<file path="config.mk">
export PLATFORM = sky130hd
export DESIGN_NAME = fetch_stage
export DESIGN_NICKNAME = d
export VERILOG_FILES = /design/src/hw/icache_pkg.sv /design/src/hw/fetch_stage.sv
export SDC_FILE = /design/constraint.sdc
export NUM_CORES = 1
export LEC_CHECK = 0
export ABC_AREA = 1
export BUFFER_PORTS_ARGS = -buffer_cell sky130_fd_sc_hd__buf_2
export CORE_UTILIZATION = 47
export CTS_CLUSTER_SIZE = 10
export DETAILED_ROUTE_END_ITERATION = 8
export GPL_TIMING_DRIVEN = 0
export PLACE_DENSITY = 0.83
export SLEW_MARGIN = 0
export SYNTH_ARGS = -nofsm -noshare
export SYNTH_HDL_FRONTEND = slang
export SYNTH_SLANG_ARGS = --single-unit
export TNS_END_PERCENT = 30
</file>
<file path="constraint.sdc">
create_clock -name clk -period 1.3 [get_ports clk]
set_clock_uncertainty 0.15 [all_clocks]
set_input_delay 0.065 -clock clk [delete_from_list [all_inputs] [get_ports clk]]
set_output_delay 0.065 -clock clk [all_outputs]
set_load 0.02 [all_outputs]
</file>
<file path="src/hw/icache_pkg.sv">
`default_nettype none

package icache_pkg;

    // geometry
    localparam int WAY_NUM     = 2;
    localparam int SET_NUM     = 128;
    localparam int LINE_WORDS  = 8;
    localparam int INDEX_LOW   = 5;
    localparam int INDEX_HIGH  = 11;
    localparam int TAG_LOW     = 12;
    localparam int BLOCK_LOW   = 3;
    // four 64-bit blocks per line
    localparam int BLOCK_DEPTH = SET_NUM * 4;

    typedef logic [31:0] addr_t;
    typedef logic [31:0] word_t;
    typedef logic [63:0] block_t;
    typedef logic [19:0] tag_t;
    typedef logic [6:0]  set_idx_t;
    typedef logic [8:0]  block_idx_t;
    typedef logic [1:0]  slot_mask_t;
    typedef logic [1:0]  way_sel_t;
    typedef logic [7:0]  bus_len_t;

    typedef struct packed {
        addr_t      pc;
        slot_mask_t mask;
        logic       uncached;
    } fetch_req_t;

    // slot 0 sits in the low word of insts
    typedef struct packed {
        addr_t      pc;
        slot_mask_t mask;
        block_t     insts;
    } fetch_resp_t;

    typedef struct packed {
        set_idx_t   set;
        block_idx_t block;
        block_t     data;
        way_sel_t   way;
        tag_t       tag;
        logic       data_we;
        logic       tag_we;
    } array_wr_t;

    typedef enum logic [2:0] {
        S_NORMAL,
        S_MISS,
        S_MISS_DATA,
        S_UNCACHE,
        S_UNCACHE_DATA,
        S_HOLD
    } refill_state_t;

endpackage

`default_nettype wire
</file>
<file path="src/hw/fetch_stage.sv">
`timescale 1ns/1ps
`default_nettype none

module fetch_stage (
    input  wire                          clk,
    input  wire                          rst_n,
    input  wire                          flush_i,
    input  wire                          req_valid_i,
    input  wire  icache_pkg::fetch_req_t req_i,
    output logic                         req_ready_o,
    input  wire                          stall_i,
    input  wire                          hold_i,
    output icache_pkg::set_idx_t         rd_set_o,
    output icache_pkg::block_idx_t       rd_block_o,
    output icache_pkg::fetch_req_t       cur_req_o
);

    icache_pkg::fetch_req_t cur_req_q;
    icache_pkg::addr_t      rd_pc;
    logic                   busy;

    assign busy        = stall_i | hold_i;
    assign req_ready_o = ~busy;

    // arrays see the incoming pc so their outputs line up with cur_req
    // while busy they keep reading the held pc
    assign rd_pc      = busy ? cur_req_q.pc : req_i.pc;
    assign rd_set_o   = rd_pc[icache_pkg::INDEX_HIGH:icache_pkg::INDEX_LOW];
    assign rd_block_o = rd_pc[icache_pkg::INDEX_HIGH:icache_pkg::BLOCK_LOW];

    always_ff @(posedge clk) begin
        if (!rst_n || flush_i) begin
            cur_req_q <= '0;
        end else if (!busy) begin
            // empty mask when nothing is offered
            cur_req_q <= req_valid_i ? req_i : '0;
        end
    end

    assign cur_req_o = cur_req_q;

endmodule

`default_nettype wire

</file>
==> flow_metrics.env <==
export IMPL_worstPathCellList="o21ai_2, nand2_1, buf_4, buf_6"
export IMPL_p_leak_uw=0.00145
export IMPL_gp_congestion=0.824
export IMPL_rsz0062_at_grt="yes"
export IMPL_cts_sinks=35
export IMPL_grt_usage_pct=26.5
export IMPL_setup_ws_ns=0.00908
export IMPL_place_area_mm2=0.00214
export IMPL_drcViolationCount=0
export IMPL_synthCells=254
export IMPL_ys_ff_latch=35
export IMPL_grt_pass1_vias=1785
export IMPL_power_share_sequential_pct=50.0
export IMPL_syn_nets=295
export IMPL_critPathBufInv=2
export IMPL_postRouteAntennaNets=0
export IMPL_worst_path_max_fanout=2
export IMPL_yosysWarnings=0
export IMPL_grt_max_degree=11
export IMPL_antenna_found_initial=0
export IMPL_antenna_cells=0
export IMPL_cts_max_level=2
export IMPL_p_switching_uw=657
export IMPL_swShare_pct=29.5
export IMPL_critPathTopFamily="flip-flops"
export IMPL_finalCritPeriodShare_pct=99.3
export IMPL_die_h_um=61.1
export IMPL_layoutNonFillerInstCount=437
export IMPL_dieArea_mm2=0.00373
export IMPL_p_int_uw=1570
export IMPL_clock_power_share_pct=25.0
export IMPL_hpwl_mm=2.79
export IMPL_cts_buffers=5
export IMPL_pwr_share_comb_pct=25.0
export IMPL_finalPower_uw=2230
export IMPL_largest_reg_flops=35
export IMPL_critPathSlowestCell="dfxtp_2"
export IMPL_fmax_ghz=0.775
export IMPL_rows=21
export IMPL_wl_per_cell_um=11.8
export IMPL_max_slew_worst_pin_slew_ns=0.334
export IMPL_grt_overflow=0
export IMPL_setup_viol=0
export IMPL_grt_pass1_wl_mm=7.30
export IMPL_fin_crit_ns=1.29
export IMPL_yosysUniqueCellTypes=12
export IMPL_status="finished clean"
export IMPL_start_util_pct=49.2
export IMPL_cpPeakStageDelay_ns=0.34
export IMPL_cellPowerDensity_mw_per_mm2=829
export IMPL_area_growth_syn_to_layout_pct=63.9
export IMPL_maxCapViolations=0
export IMPL_start_kind="flip-flop"
export IMPL_hp_class="input port to flip-flop"
export IMPL_slew_violations=0
export IMPL_io_pins=93
export IMPL_mostFrequentLayoutCells="111 x nand2_1, 87 x buf_2, 52 x nor2_1"
export IMPL_clock_latency_ns=0.32
export IMPL_drive_gt1_share_pct=35.0
export IMPL_synth_area_per_cell_um2=6.46
export IMPL_crit_required_ns=1.09
export IMPL_portBuffers=89
export IMPL_max_slew_margin_pct=77.7
export IMPL_cts_tree="done"
export IMPL_die_w_um=61.1
export IMPL_vias=2027
export IMPL_path_class="flip-flop to output pin"
export IMPL_netlist_area_mm2=0.00164
export IMPL_hold_viol=0
export IMPL_drt_pass1_iterations=5
export IMPL_nets=431
export IMPL_final_common_cell="nand2_1"
export IMPL_vdd_ir_drop_worst_mv=0.760
export IMPL_clock_path_buffers=2
export IMPL_drt_wl_total_mm=5.17
export IMPL_ys_seq_area_share_pct=42.7
export IMPL_vias_per_cell=4.64
export IMPL_arrival_ns=1.08
export IMPL_cts_clk_slew_worst_paths_ns=0.10
export IMPL_drtIter0Drc=86
export IMPL_stdcell_area_mm2=0.00269
export IMPL_root_buffer="clkbuf_4"
export IMPL_place_ws_ns=0.0840
export IMPL_dp_cells=389
export IMPL_coreArea_mm2=0.00334
export IMPL_end_kind="output pin"
## logic make-up (layout without fill, tap and decap cells)
| group | after synthesis | count (layout) | synth area share (%) |
|---|---|---|---|
| AND/OR/NAND/NOR | 168 | 168 | 39.9 |
| flip-flops | 35 | 35 | 42.7 |
| buffers and inverters | 33 | 170 | 12.0 |
| AO/OA/AOI/OAI | 18 | 18 | 5.49 |
## Yosys cell counts
cell / count / area [um2]
a21oi_1: 9 / 45.0
buf_2: 7 / 35.0
buf_4: 13 / 97.6
buf_6: 2 / 22.5
clkinv_1: 1 / 3.75
dfxtp_1: 35 / 701
inv_1: 10 / 37.5
nand2_1: 114 / 428
nor2_1: 52 / 195
nor2_4: 1 / 11.3
nor2_8: 1 / 20.0
o21ai_0: 9 / 45.0
## layout make-up
class                           instances  area, um2
Fill cell                             251        646
Buffer                                 20        151
Sequential cell                        35        708
Clock buffer                            7       45.0
Clock inverter                          1       5.00
Multi-Input combinational cell        186        778
Timing Repair Buffer                  131        905
Inverter                               11       41.3
Tap cell                               46       57.6
## metal layers
layer	up-vias	track usage (%)	part of all wire (%)
met5	-	0	0
li1	1026	-	-
met2	84	49.5	54
met3	16	6.51	5.5
met1	901	27.6	38
met4	0	12.7	2.1
## repair_timing
action,in CTS,in global routing
endpoints found under the hold margin,35,0
pin swaps,6,7
buffers inserted,1,3
hold buffers,38,0
resized for setup,9,34
gates cloned,0,0
setup endpoints to repair,7,10
## worst reg2reg max path: stages, from the launching register on
cell	delay, ns
dfxtp_2	0.35
o21ai_2	0.06
buf_4	0.14
buf_4	0.12
a21oi_1	0.12
## power by group through the flow
stage	Combinational [uW]	Sequential, uW	Clock [uW]
after floorplan	242	1180	0
after global placement	421	1140	0
after detailed placement	427	1140	0
after CTS	517	1110	560
after global routing	610	1120	617
final	557	1120	557
## path summary, 6_finish.rpt
path	from	endpoint	slack, ns	depth (start not counted)
max	cur_req_o[10]	rd_set_o[2]	0.009	4
min	hold_i	cur_req_o[8]	0.02	3
max reg2reg	cur_req_o[13]	cur_req_o[13]	0.31	4
min reg2reg	cur_req_o[8]	cur_req_o[8]	0.33	2
## metrics by stage
stage | util [%] | hold slack [ns] | setup TNS, ns
after floorplan | - | 0.0819 | 0
final | 80.7 | 0.0246 | 0
after global placement | 64.3 | 0.219 | 0
after detailed placement | 64.3 | 0.224 | 0
after CTS | 77.7 | 0.0364 | -0.109
after global routing | 80.7 | 0.0279 | -0.218
No activity file was read; power rests on OpenSTA's default activity.
