## src/hw/icache_pkg.sv

```systemverilog
`default_nettype none

package icache_pkg;

    // geometry
    localparam int WAY_NUM     = 2;
    localparam int SET_NUM     = 128;
    localparam int LINE_WORDS  = 8;
    localparam int INDEX_LOW   = 5;
    localparam int INDEX_HIGH  = 11;
    localparam int TAG_LOW     = 12;
    localparam int BLOCK_LOW   = 3;
    // four 64-bit blocks per line
    localparam int BLOCK_DEPTH = SET_NUM * 4;

    typedef logic [31:0] addr_t;
    typedef logic [31:0] word_t;
    typedef logic [63:0] block_t;
    typedef logic [19:0] tag_t;
    typedef logic [6:0]  set_idx_t;
    typedef logic [8:0]  block_idx_t;
    typedef logic [1:0]  slot_mask_t;
    typedef logic [1:0]  way_sel_t;
    typedef logic [7:0]  bus_len_t;

    typedef struct packed {
        addr_t      pc;
        slot_mask_t mask;
        logic       uncached;
    } fetch_req_t;

    // slot 0 sits in the low word of insts
    typedef struct packed {
        addr_t      pc;
        slot_mask_t mask;
        block_t     insts;
    } fetch_resp_t;

    typedef struct packed {
        set_idx_t   set;
        block_idx_t block;
        block_t     data;
        way_sel_t   way;
        tag_t       tag;
        logic       data_we;
        logic       tag_we;
    } array_wr_t;

    typedef enum logic [2:0] {
        S_NORMAL,
        S_MISS,
        S_MISS_DATA,
        S_UNCACHE,
        S_UNCACHE_DATA,
        S_HOLD
    } refill_state_t;

endpackage

`default_nettype wire
```

## src/hw/refill_ctrl.sv

```systemverilog
`timescale 1ns/1ps
`default_nettype none

module refill_ctrl (
    input  wire                                              clk,
    input  wire                                              rst_n,
    input  wire                                              flush_i,
    input  wire  icache_pkg::fetch_req_t                     cur_req_i,
    input  wire  icache_pkg::tag_t   [icache_pkg::WAY_NUM-1:0] tag_i,
    input  wire  icache_pkg::way_sel_t                       valid_i,
    input  wire  icache_pkg::block_t [icache_pkg::WAY_NUM-1:0] data_i,
    input  wire                                              victim_i,
    output icache_pkg::array_wr_t                            wr_o,
    output logic                                             flip_o,
    output icache_pkg::set_idx_t                             flip_set_o,
    output logic                                             stall_o,
    output logic                                             hold_o,
    output logic                                             resp_valid_o,
    output icache_pkg::fetch_resp_t                          resp_o,
    input  wire                                              resp_ready_i,
    output logic                                             addr_valid_o,
    output icache_pkg::addr_t                                addr_o,
    output icache_pkg::bus_len_t                             data_len_o,
    input  wire                                              bus_resp_ready_i,
    input  wire                                              bus_data_valid_i,
    input  wire  icache_pkg::word_t                          bus_data_i
);

    icache_pkg::refill_state_t                 state_q;
    icache_pkg::refill_state_t                 state_d;
    icache_pkg::fetch_req_t                    pend_q;
    icache_pkg::fetch_req_t                    req;
    icache_pkg::fetch_resp_t                   resp_q;
    icache_pkg::fetch_resp_t                   hit_resp;
    icache_pkg::way_sel_t                      way_hit;
    icache_pkg::block_t                        hit_block;
    icache_pkg::word_t                         lo_q;
    icache_pkg::bus_len_t                      unc_len;
    logic [$clog2(icache_pkg::LINE_WORDS)-1:0] cnt_q;
    logic                                      victim_q;
    logic                                      drop_q;
    logic                                      need_fill;
    logic                                      unc_slot;
    logic                                      unc_last;

    always_comb begin
        hit_block = '0;
        for (int w = 0; w < icache_pkg::WAY_NUM; w++) begin
            way_hit[w] = valid_i[w] & (tag_i[w] == cur_req_i.pc[31:icache_pkg::TAG_LOW]);
            if (way_hit[w]) begin
                hit_block = hit_block | data_i[w];
            end
        end
    end

    assign hit_resp.pc    = {cur_req_i.pc[31:icache_pkg::BLOCK_LOW], 3'b000};
    assign hit_resp.mask  = cur_req_i.mask;
    assign hit_resp.insts = hit_block;

    assign need_fill = (state_q == icache_pkg::S_NORMAL) & (|cur_req_i.mask)
                     & (cur_req_i.uncached | ~(|way_hit)) & ~flush_i;

    // bus request comes from the live request only in S_NORMAL
    assign req     = (state_q == icache_pkg::S_NORMAL) ? cur_req_i : pend_q;
    assign unc_len = icache_pkg::bus_len_t'(req.mask[0]) + icache_pkg::bus_len_t'(req.mask[1]);
    assign addr_o  = req.uncached ?
                     {req.pc[31:icache_pkg::BLOCK_LOW], ~req.mask[0], 2'b00} :
                     {req.pc[31:icache_pkg::INDEX_LOW], 5'b00000};
    assign data_len_o = req.uncached ? unc_len : icache_pkg::bus_len_t'(icache_pkg::LINE_WORDS);

    // mask 10 starts at slot 1
    assign unc_slot   = (pend_q.mask == 2'b10) | cnt_q[0];
    assign unc_last   = (icache_pkg::bus_len_t'(cnt_q) + 1'b1 == unc_len);
    assign flip_set_o = pend_q.pc[icache_pkg::INDEX_HIGH:icache_pkg::INDEX_LOW];
    assign hold_o     = resp_valid_o & ~resp_ready_i;

    always_comb begin
        state_d      = state_q;
        stall_o      = 1'b0;
        addr_valid_o = 1'b0;
        resp_valid_o = 1'b0;
        resp_o       = resp_q;
        flip_o       = 1'b0;
        wr_o.set     = pend_q.pc[icache_pkg::INDEX_HIGH:icache_pkg::INDEX_LOW];
        wr_o.block   = {pend_q.pc[icache_pkg::INDEX_HIGH:icache_pkg::INDEX_LOW], cnt_q[2:1]};
        wr_o.data    = {bus_data_i, lo_q};
        wr_o.way     = victim_q ? 2'b10 : 2'b01;
        wr_o.tag     = pend_q.pc[31:icache_pkg::TAG_LOW];
        wr_o.data_we = 1'b0;
        wr_o.tag_we  = 1'b0;
        case (state_q)
            icache_pkg::S_NORMAL: begin
                resp_o = hit_resp;
                if (need_fill) begin
                    stall_o      = 1'b1;
                    addr_valid_o = 1'b1;
                    if (cur_req_i.uncached) begin
                        state_d = bus_resp_ready_i ? icache_pkg::S_UNCACHE_DATA
                                                   : icache_pkg::S_UNCACHE;
                    end else begin
                        state_d = bus_resp_ready_i ? icache_pkg::S_MISS_DATA
                                                   : icache_pkg::S_MISS;
                    end
                end else if ((|cur_req_i.mask) && !flush_i) begin
                    resp_valid_o = 1'b1;
                    if (!resp_ready_i) begin
                        state_d = icache_pkg::S_HOLD;
                    end
                end
            end
            icache_pkg::S_MISS, icache_pkg::S_UNCACHE: begin
                stall_o      = 1'b1;
                addr_valid_o = 1'b1;
                if (bus_resp_ready_i) begin
                    state_d = (state_q == icache_pkg::S_MISS) ? icache_pkg::S_MISS_DATA
                                                              : icache_pkg::S_UNCACHE_DATA;
                end
            end
            icache_pkg::S_MISS_DATA: begin
                stall_o = 1'b1;
                // every odd word completes a block
                if (bus_data_valid_i && cnt_q[0]) begin
                    wr_o.data_we = 1'b1;
                    if (&cnt_q) begin
                        wr_o.tag_we = 1'b1;
                        flip_o      = 1'b1;
                        state_d     = (drop_q || flush_i) ? icache_pkg::S_NORMAL
                                                          : icache_pkg::S_HOLD;
                    end
                end
            end
            icache_pkg::S_UNCACHE_DATA: begin
                stall_o = 1'b1;
                if (bus_data_valid_i && unc_last) begin
                    state_d = (drop_q || flush_i) ? icache_pkg::S_NORMAL : icache_pkg::S_HOLD;
                end
            end
            icache_pkg::S_HOLD: begin
                resp_valid_o = ~flush_i;
                if (resp_ready_i || flush_i) begin
                    state_d = icache_pkg::S_NORMAL;
                end
            end
            default: begin
                state_d = icache_pkg::S_NORMAL;
            end
        endcase
    end

    always_ff @(posedge clk) begin
        if (!rst_n) begin
            state_q <= icache_pkg::S_NORMAL;
            cnt_q   <= '0;
            drop_q  <= 1'b0;
        end else begin
            state_q <= state_d;
            if (state_q == icache_pkg::S_MISS_DATA || state_q == icache_pkg::S_UNCACHE_DATA) begin
                if (bus_data_valid_i) begin
                    cnt_q <= cnt_q + 1'b1;
                end
            end else begin
                cnt_q <= '0;
            end
            // a flush mid-fill lets the line finish but drops the response
            if (state_d == icache_pkg::S_NORMAL) begin
                drop_q <= 1'b0;
            end else if (flush_i) begin
                drop_q <= 1'b1;
            end
        end
    end

    always_ff @(posedge clk) begin
        if (state_q == icache_pkg::S_NORMAL) begin
            pend_q   <= cur_req_i;
            victim_q <= victim_i;
            resp_q   <= hit_resp;
            if (need_fill) begin
                resp_q.insts <= '0;
            end
        end
        if (bus_data_valid_i) begin
            if (state_q == icache_pkg::S_UNCACHE_DATA) begin
                resp_q.insts[32*unc_slot +: 32] <= bus_data_i;
            end
            if (state_q == icache_pkg::S_MISS_DATA) begin
                lo_q <= bus_data_i;
                // grab the requested block on its way into the array
                if (cnt_q[0] && cnt_q[2:1] == pend_q.pc[4:3]) begin
                    resp_q.insts <= {bus_data_i, lo_q};
                end
            end
        end
    end

endmodule

`default_nettype wire

```

## config.mk

```make
export PLATFORM = sky130hd
export DESIGN_NAME = refill_ctrl
export DESIGN_NICKNAME = d
export VERILOG_FILES = /design/src/hw/icache_pkg.sv /design/src/hw/refill_ctrl.sv
export SDC_FILE = /design/constraint.sdc
export NUM_CORES = 1
export LEC_CHECK = 0
export BUFFER_PORTS_ARGS = -buffer_cell sky130_fd_sc_hd__buf_4
export CAP_MARGIN = 20
export CORE_AREA = 2 2 193 195
export CTS_BUF_LIST = sky130_fd_sc_hd__clkbuf_16
export DETAILED_ROUTE_END_ITERATION = 10
export DIE_AREA = 0 0 195 197
export GPL_TIMING_DRIVEN = 0
export HOLD_SLACK_MARGIN = 0.15
export SYNTH_ARGS = -nofsm -noshare
export SYNTH_HDL_FRONTEND = slang
export SYNTH_SLANG_ARGS = --single-unit
```

## constraint.sdc

```tcl
create_clock -name clk -period 4 [get_ports clk]
set_clock_uncertainty 0.05 [all_clocks]
set_input_delay 0.2 -clock clk [delete_from_list [all_inputs] [get_ports clk]]
set_output_delay 0.2 -clock clk [all_outputs]
set_load 0.1 [all_outputs]
```

==> results of run 1 <==
[worst min-delay path, cell delays in order]
cell      delay [ps]
buf_4             90
a221oi_1          80
nor2_1           150
a22o_1           140
[path summary, 6_finish.rpt]
check                                   to  depth (start not counted)           from  slack [ps]
worst max-delay path            resp_o[32]                         11  cur_req_i[20]         200
worst min-delay path            resp_q[47]                          4     data_i[47]         190
worst max register to register      drop_q                         16     state_q[2]         380
worst min register to register    wr_o[16]                          2       wr_o[16]         420
[final cells by class]
type | instances | area (sq um)
multi-input cells | 683 | 4020
fillers | 3567 | 21100
inverters | 8 | 30.0
flip-flops and latches | 167 | 3980
clock inverters | 15 | 164
well taps | 468 | 586
repair buffers | 601 | 4830
plain buffers | 185 | 1170
clock buffers | 17 | 425
[registers in the layout (all words and copies together), names as in the netlist]
name,count
cnt_q,3
drop_q,1
flip_set_o,7
lo_q,32
pend_q,5
resp_q,95
state_q,3
victim_q,1
wr_o,20
[through the flow]
stage / std cells / hold slack, ps / TNS [ps] / util (%) / cell area, sq um
finish: 2144 / 188 / 0 / 41.9 / 15200
detailed placement: 2000 / 330 / -2820 / 37.1 / 13500
global placement: 1995 / 330 / -95510 / 36.9 / 13400
global route: 2144 / 171 / 0 / 41.9 / 15200
CTS: 2145 / 151 / 0 / 41.9 / 15200
floorplan: 1044 / 249 / -81.1 / - / 9180
[repair_timing]
action	CTS	global route
hold buffers	113	0
gates resized for setup	9	11
gates cloned	0	0
hold endpoints to repair	167	0
setup endpoints to repair	64	33
[cells in the mapped netlist, types with 2 or more instances]
cell / n / area, sq um
buf_4: 117 / 878
nand2_1: 192 / 721
o211ai_1: 2 / 15.0
edfxtp_1: 64 / 1920
a32o_1: 16 / 160
a22o_1: 48 / 420
o21ai_0: 51 / 255
inv_1: 8 / 30.0
nor2b_1: 7 / 43.8
buf_1: 3 / 11.3
and4_1: 2 / 17.5
o22ai_1: 16 / 100
nand4_1: 11 / 68.8
a21oi_1: 24 / 120
a221oi_1: 48 / 420
buf_6: 2 / 22.5
a22oi_1: 16 / 120
nor3_2: 10 / 100
xnor2_1: 33 / 289
o31ai_1: 4 / 30.0
nand4b_1: 2 / 17.5
a2bb2oi_1: 16 / 140
ha_1: 4 / 50.1
nand3_1: 8 / 40.0
mux2i_1: 3 / 30.0
nor2_1: 116 / 435
dfxtp_1: 103 / 2060
buf_2: 5 / 25.0
and3_1: 4 / 25.0
nor4_1: 2 / 12.5
o21bai_1: 2 / 15.0
xor2_1: 14 / 123
or4_1: 3 / 22.5
nor3_1: 6 / 30.0
clkbuf_1: 59 / 221
[routing by layer]
| layer | GRT usage, % | wire (um) |
|---|---|---|
| met1 | 24.8 | 17200 |
| met2 | 39.8 | 22000 |
| met3 | 5.24 | 3070 |
| met4 | 9.22 | 1310 |
| met5 | 0 | 0 |
[cell families after synthesis]
kind of cell | synth area share (%)
AO/OA/AOI/OAI | 20.2
AND/OR/NAND/NOR | 17.7
other | 0.0411
XOR/XNOR | 4.51
adder cells (fa/ha/maj) | 0.548
flip-flops | 43.6
multiplexers | 0.329
buffers and inverters | 13.0
==> metrics.cfg, run 1 <==
[timing]
fin_crit_ps = 3800
post-route-period-util_pct = 94.9
fmax_mhz = 263
tightest_slew_ps = 946
hold_viol = 0
drv_slew = 0
timing.final.ws_setup_ps = 203
rsz0062_at_grt = false
relSlewSlack_pct = 36.9
finalSetupViolations = 0

[detailed_routing]
first_pass_iters = 5
post_drt_via_cell_ratio = 4.80
routedWlPerCell_um = 20.3
vias = 10300
route.antenna.remaining_nets = 0
drc_errors = 0
finalWirelength_mm = 43.5
drtIter0Drc = 461

[cells_and_area]
diodes = 0
final_cell_mix = buf_4, nand2_1, nor2_1
drive_gt1_share_pct = 40.2
final_nets = 1911
final_common_cell = buf_4
syn_to_final_growth_pct = 66.5

[place]
port_buffers = 483
dp_slack_ps = -855
gp_congestion = 0.852
hpwl_mm = 33.8

[setup_path]
crit_family = buffers and inverters
crit_chain = dlygate4sd3_1 > buf_4 > xnor2_1 > and4_1 > nand4_1 > nor4_4 > buf_8 > buf_2 > a221oi_1 > nor2_1 > buf_4
crit_slowest_cell = nor4_4
endpoint_kind = output pin
cpPeakStageDelay_ps = 600
crit_top_cell = buf_4
crit_buf_inv = 5
crit_arrival_ps = 3550
required_ps = 3750
path_class = in -> out
start_kind = primary input
critPathMaxFanout = 10

[global_routing]
grt_pass1_vias = 10500
grt_first_pass_wirelength_mm = 62.9
antenna_found_initial = 0
grt-ovfl-total = 0
gr-usage-all-layers_pct = 22.0
grt_max_degree = 27

[clock_network]
cts_setup_buffers = 0
clock_path_buffers = 2
insertion_delay_ps = 440
clk_pin_slew_ps = 70
h-tree-depth = 4
cts_sinks = 167
cts_made_buffers = 17
cts_root_buffer = clkbuf_16
cts_tree = built

[outcome]
outcome = finished clean

[synthesis]
synth_area_sq_um = 9130
ys_types = 49
synth-edff-count = 64
synth-async-reset-ratio_pct = 0
syn_avg_cell_area_sq_um = 8.82
seq_area_frac_synth_pct = 43.6
synth_cells = 1035
synth-seq-cells = 167
ys.flop_type = dfxtp_1
ys_warn_count = 0

[floorplanning]
num_io_pins = 498
dieArea_sq_um = 38400
die-height_um = 197
rows = 70
die_w_um = 195
core-area_sq_um = 36300
initial_core_util_pct = 25.2

[flow_run]
cap_violations = 0

[min_path]
hold_class = in -> reg

Power of run 1 is not shown: default switching activity piles up to over one toggle a cycle in this logic, so the estimate is an artifact.
==> run 2, diff against run 1 <==
- CORE_AREA: 2 2 193 195 -> 2 2 192 194
- DIE_AREA: 0 0 195 197 -> 0 0 194 196
- clock period: 4 -> 4.4 ns (I/O delays scaled with it)
==> run 2 against run 1 <==
Sequential share of layout area is 0.054 points higher. Final cell count is 0.61% lower. Global-route usage is 0.24 points higher.
==> metrics.cfg, run 2 (synthesized netlist as in run 1, its figures left out) <==
[place]
dp_cells = 2001  ; +0.050%
gp_congestion = 0.873  ; +2.5%
port_buffers = 483  ; unchanged
hpwl_mm = 34.3  ; +1.6%

[timing]
fin_crit_ps = 4230
fmax_mhz = 237
rsz0062_at_grt = false
relSlewSlack_pct = 39.1  ; +2.1 points
fin_setup_tns_ps = 0  ; unchanged
hold_viol = 0  ; unchanged
drv_slew = 0  ; unchanged
finalSetupViolations = 0  ; unchanged
tightest_slew_ps = 914  ; -32.2 ps
post-route-period-util_pct = 96.0

[setup_path]
crit_family = buffers and inverters
crit_buf_inv = 6  ; +1
required_ps = 4130  ; +380 ps
endpoint_kind = output pin
crit_chain = dlygate4sd3_1 > buf_4 > xnor2_1 > and4_1 > nand4_1 > nor4_4 > buf_16 > buf_2 > a221oi_1 > dlygate4sd3_1 > nor2_1 > buf_4
r2r_slack_ps = 450  ; +70 ps
crit_slowest_cell = nor4_4
cpPeakStageDelay_ps = 630  ; +30 ps
reg2reg_from = state_q[0]
critPathMaxFanout = 10  ; unchanged
crit_arrival_ps = 3960  ; +410 ps
path_class = in -> out
r2r_end = drop_q
r2r_cells = 16  ; unchanged
start_kind = primary input

[global_routing]
gr-usage-all-layers_pct = 22.2  ; +0.24 points
grt-ovfl-total = 0  ; unchanged
grt_first_pass_wirelength_mm = 63.1  ; +0.20%
grt_pass1_vias = 10300  ; -2.0%
antenna_found_initial = 0  ; unchanged
grt_max_degree = 27  ; unchanged

[floorplanning]
core-area_sq_um = 36100  ; -0.48%
rows = 70  ; unchanged
dieArea_sq_um = 38000  ; -1.0%
die_w_um = 194  ; -0.51%
die-height_um = 196  ; -0.51%
num_io_pins = 498  ; unchanged
initial_core_util_pct = 25.3  ; +0.12 points

[cells_and_area]
regMostFlops = resp_q
syn_to_final_growth_pct = 66.2
final_common_cell = buf_4
diodes = 0  ; unchanged
fin_cells = 2131  ; -0.61%
final_nets = 1898  ; -0.68%
drive_gt1_share_pct = 40.3  ; +0.19 points
largest_reg_flops = 95  ; unchanged
final_cell_mix = buf_4, nand2_1, nor2_1

[detailed_routing]
finalWirelength_mm = 44.0  ; +1.1%
drc_errors = 0  ; unchanged
routedWlPerCell_um = 20.6  ; +1.7%
vias = 10300  ; -0.019%
post_drt_via_cell_ratio = 4.83  ; +0.59%
first_pass_iters = 5  ; unchanged
drtIter0Drc = 529  ; +15%
route.antenna.remaining_nets = 0  ; unchanged

[min_path]
hp-start = data_i[127]
hold_depth = 4  ; unchanged
min_to = resp_q[63]
hold_class = in -> reg

[clock_network]
h-tree-depth = 4  ; unchanged
cts_tree = built
cts_made_buffers = 17  ; unchanged
clk_pin_slew_ps = 70  ; about the same
cts_sinks = 167  ; unchanged
clock_path_buffers = 2  ; unchanged
insertion_delay_ps = 460  ; +20 ps
cts_root_buffer = clkbuf_16
cts_setup_buffers = 0  ; unchanged

[flow_run]
cap_violations = 0  ; unchanged

[outcome]
outcome = finished clean

==> run 2: worst max path at each step <==
stage | start | to | slack, ps | depth (start not counted)
after floorplan | cur_req_i[27] | resp_o[10] | 190 | 6
after global placement | bus_data_valid_i | lo_q[10] | -2040 | 4
after detailed placement | state_q[0] | drop_q | -510 | 16
after CTS | cur_req_i[23] | resp_o[55] | 20 | 12
after global routing | cur_req_i[20] | resp_o[50] | 70 | 12
final | cur_req_i[20] | resp_o[50] | 170 | 12
==> run 2: worst register-to-register path, stage by stage, from the launching register on <==
cell and delay [ps]:
dfxtp_1 310, clkbuf_1 290, nor2_1 170, nand2_2 300
clkbuf_2 340, buf_2 440, clkbuf_2 390, nand2_1 90
nand2_1 100, ha_1 260, xor2_1 150, nand4_1 140
o21bai_1 210, nor2_1 60, o21ai_0 170, o311a_1 230
a41oi_1 110
==> run 2: stage by stage <==
step | util (%) | area (sq um) | hold WS, ps | setup slack [ps]
after global placement | 37.1 | 13400 | 349 | -2040
after CTS | 42.1 | 15200 | 152 | 23.3
after floorplan | - | 9180 | 269 | 186
after detailed placement | 37.4 | 13500 | 353 | -512
final | 42.0 | 15200 | 173 | 174
after global routing | 42.0 | 15200 | 175 | 67.1
==> run 2: per-layer routing <==
| metal | vias up | share of wire [%] | global-route usage [%] |
|---|---|---|---|
| met2 | 564 | 49 | 39.1 |
| met5 | - | 0 | 0 |
| met1 | 4830 | 39 | 26.1 |
| met3 | 65 | 8.0 | 5.21 |
| met4 | 0 | 3.2 | 9.03 |
| li1 | 4833 | - | - |
==> run 2: cell type report <==
cell class	instances	area, sq um
plain buffers	185	1160
fillers	3540	20900
clock buffers	17	425
clock inverters	15	260
repair buffers	588	4710
multi-input cells	683	4010
inverters	8	30.0
well taps	468	586
flip-flops and latches	167	3980
==> run 2: what timing repair did <==
action,CTS,global route
endpoints found under the setup margin,15,46
resized for setup,4,8
endpoints found under the hold margin,167,0
pin swaps,0,1
hold buffers,99,0
Power of run 2 is left out for the same reason.
==> run 3, diff against run 2 <==
- RECOVER_POWER: default -> 50
==> run 3 against run 2 <==
Critical endpoint unchanged. Setup slack got worse by 12 ps. Non-clock buffer count unchanged. Global-route usage unchanged. Largest cell class unchanged. First-iteration DRC count increased by 10%. Critical path type unchanged.
==> metrics.cfg, run 3 (synthesized netlist as in run 1, its figures left out) <==
[timing]
finalSetupViolations = 0  ; unchanged
tightest_slew_ps = 1380  ; +471 ps
timing.final.ws_setup_ps = 162  ; -11.9 ps
hold_viol = 0  ; unchanged
post-route-period-util_pct = 96.3  ; +0.27 points
rsz0062_at_grt = false
drv_slew = 0  ; unchanged
fin_crit_ps = 4240  ; +11.9 ps
fmax_mhz = 236  ; -0.28%
relSlewSlack_pct = 8.08  ; -31 points

[detailed_routing]
post_drt_via_cell_ratio = 4.83  ; about the same
routedWlPerCell_um = 20.7  ; +0.40%
first_pass_iters = 5  ; unchanged
vias = 10300  ; -0.049%
drtIter0Drc = 584  ; +10%
drc_errors = 0  ; unchanged
finalWirelength_mm = 44.1  ; +0.40%
route.antenna.remaining_nets = 0  ; unchanged

[min_path]
hold_class = in -> reg

[cells_and_area]
regMostFlops = resp_q
diodes = 0  ; unchanged
nFillCells = 3719  ; +5.1%
final_cell_mix = buf_4, clkbuf_1, nand2_1
largest_reg_flops = 95  ; unchanged
final_nets = 1898  ; unchanged
final_common_cell = buf_4
drive_gt1_share_pct = 29.6  ; -11 points
syn_to_final_growth_pct = 58.7

[floorplanning]
die_w_um = 194  ; unchanged
rows = 70  ; unchanged
die-height_um = 196  ; unchanged
initial_core_util_pct = 25.3  ; unchanged
dieArea_sq_um = 38000  ; unchanged
num_io_pins = 498  ; unchanged
core-area_sq_um = 36100  ; unchanged

[setup_path]
required_ps = 4130  ; about the same
setup.worst_path.start = cur_req_i[20]
r2r_end = drop_q
reg2reg_from = state_q[0]
crit_arrival_ps = 3970  ; about the same
r2r_slack_ps = 480  ; +30 ps
r2r_cells = 16  ; unchanged
endpoint_kind = output pin
crit_end = resp_o[50]
critPathMaxFanout = 10  ; unchanged
start_kind = primary input
path_class = in -> out

[clock_network]
cts_sinks = 167  ; unchanged
clock_path_buffers = 2  ; unchanged
insertion_delay_ps = 460  ; about the same
clk_pin_slew_ps = 70  ; about the same
h-tree-depth = 4  ; unchanged
cts_made_buffers = 17  ; unchanged
cts_tree = built
cts_root_buffer = clkbuf_16

[place]
dp_slack_ps = -512  ; unchanged
port_buffers = 483  ; unchanged
gp_congestion = 0.873  ; unchanged
hpwl_mm = 34.3  ; unchanged

[global_routing]
grt_max_degree = 27  ; unchanged
gr-usage-all-layers_pct = 22.2  ; unchanged
grt_pass1_vias = 10300  ; unchanged
grt-ovfl-total = 0  ; unchanged
grt_first_pass_wirelength_mm = 63.1  ; unchanged
antenna_found_initial = 0  ; unchanged

[outcome]
outcome = finished clean

[flow_run]
cap_violations = 0  ; unchanged

[run 3: changes by cell type in the layout (fill, tap and decap cells not counted), sizes merged]
cell | before | now
buf | 616 | 438
clkbuf | 75 | 253
[run 3: layout make-up]
cell class	count	area, sq um	share of cell area (%)
inverter	8	30.0	0.207
clock buffer	17	425	2.94
sequential	167	3980	27.5
buffer	185	1160	8.02
tap	468	586	4.04
clock inverter	15	260	1.80
multi-input combinational	683	4000	27.6
timing repair buffer	588	4040	27.9
[run 3: timing repair]
item / CTS / global route
hold buffers: 99 / 0
cloned: 0 / 0
setup buffers: 0 / 0
gates resized for setup: 4 / 8
setup endpoints to repair: 15 / 46
hold endpoints to repair: 167 / 0
pin swaps: 0 / 1
[run 3: critical path: stages]
cell and delay (ps):
dlygate4sd3_1 530, clkbuf_1 150, xnor2_1 380, and4_1 250
nand4_1 150, nor4_4 630, buf_16 230, buf_2 230
a221oi_1 120, dlygate4sd3_1 590, nor2_1 140, buf_4 320
[run 3: worst min-delay path by stage]
stage             startpoint    endpoint  slack (ps)  cells past startpoint
6_report         data_i[115]  resp_q[51]         170                      4
5_1_grt           data_i[33]  resp_q[33]         180                      4
4_1_cts          data_i[127]  resp_q[63]         150                      4
3_5_place_dp        victim_i    victim_q         350                      1
3_3_place_gp        victim_i    victim_q         350                      1
2_1_floorplan  bus_data_i[0]     lo_q[0]         270                      0
[run 3: per-layer routing]
metal / share of wire (%) / global-route usage [%] / wire length, um
met2: 49 / 39.1 / 21700
met5: 0 / 0 / 0
met1: 40 / 26.1 / 17700
met4: 3.2 / 9.03 / 1410
met3: 7.6 / 5.21 / 3350
[run 3: stage by stage]
stage / area (sq um) / hold WS [ps] / setup TNS [ps] / cells / utilization (%)
4_1_cts: 15200 / 152 / 0 / 2132 / 42.1
2_1_floorplan: 9180 / 269 / 0 / 1044 / -
6_report: 14500 / 169 / 0 / 2131 / 40.2
5_1_grt: 14500 / 175 / 0 / 2131 / 40.2
3_5_place_dp: 13500 / 353 / -1150 / 2001 / 37.4
3_3_place_gp: 13400 / 349 / -70500 / 1995 / 37.1
Power of run 3 is left out for the same reason.
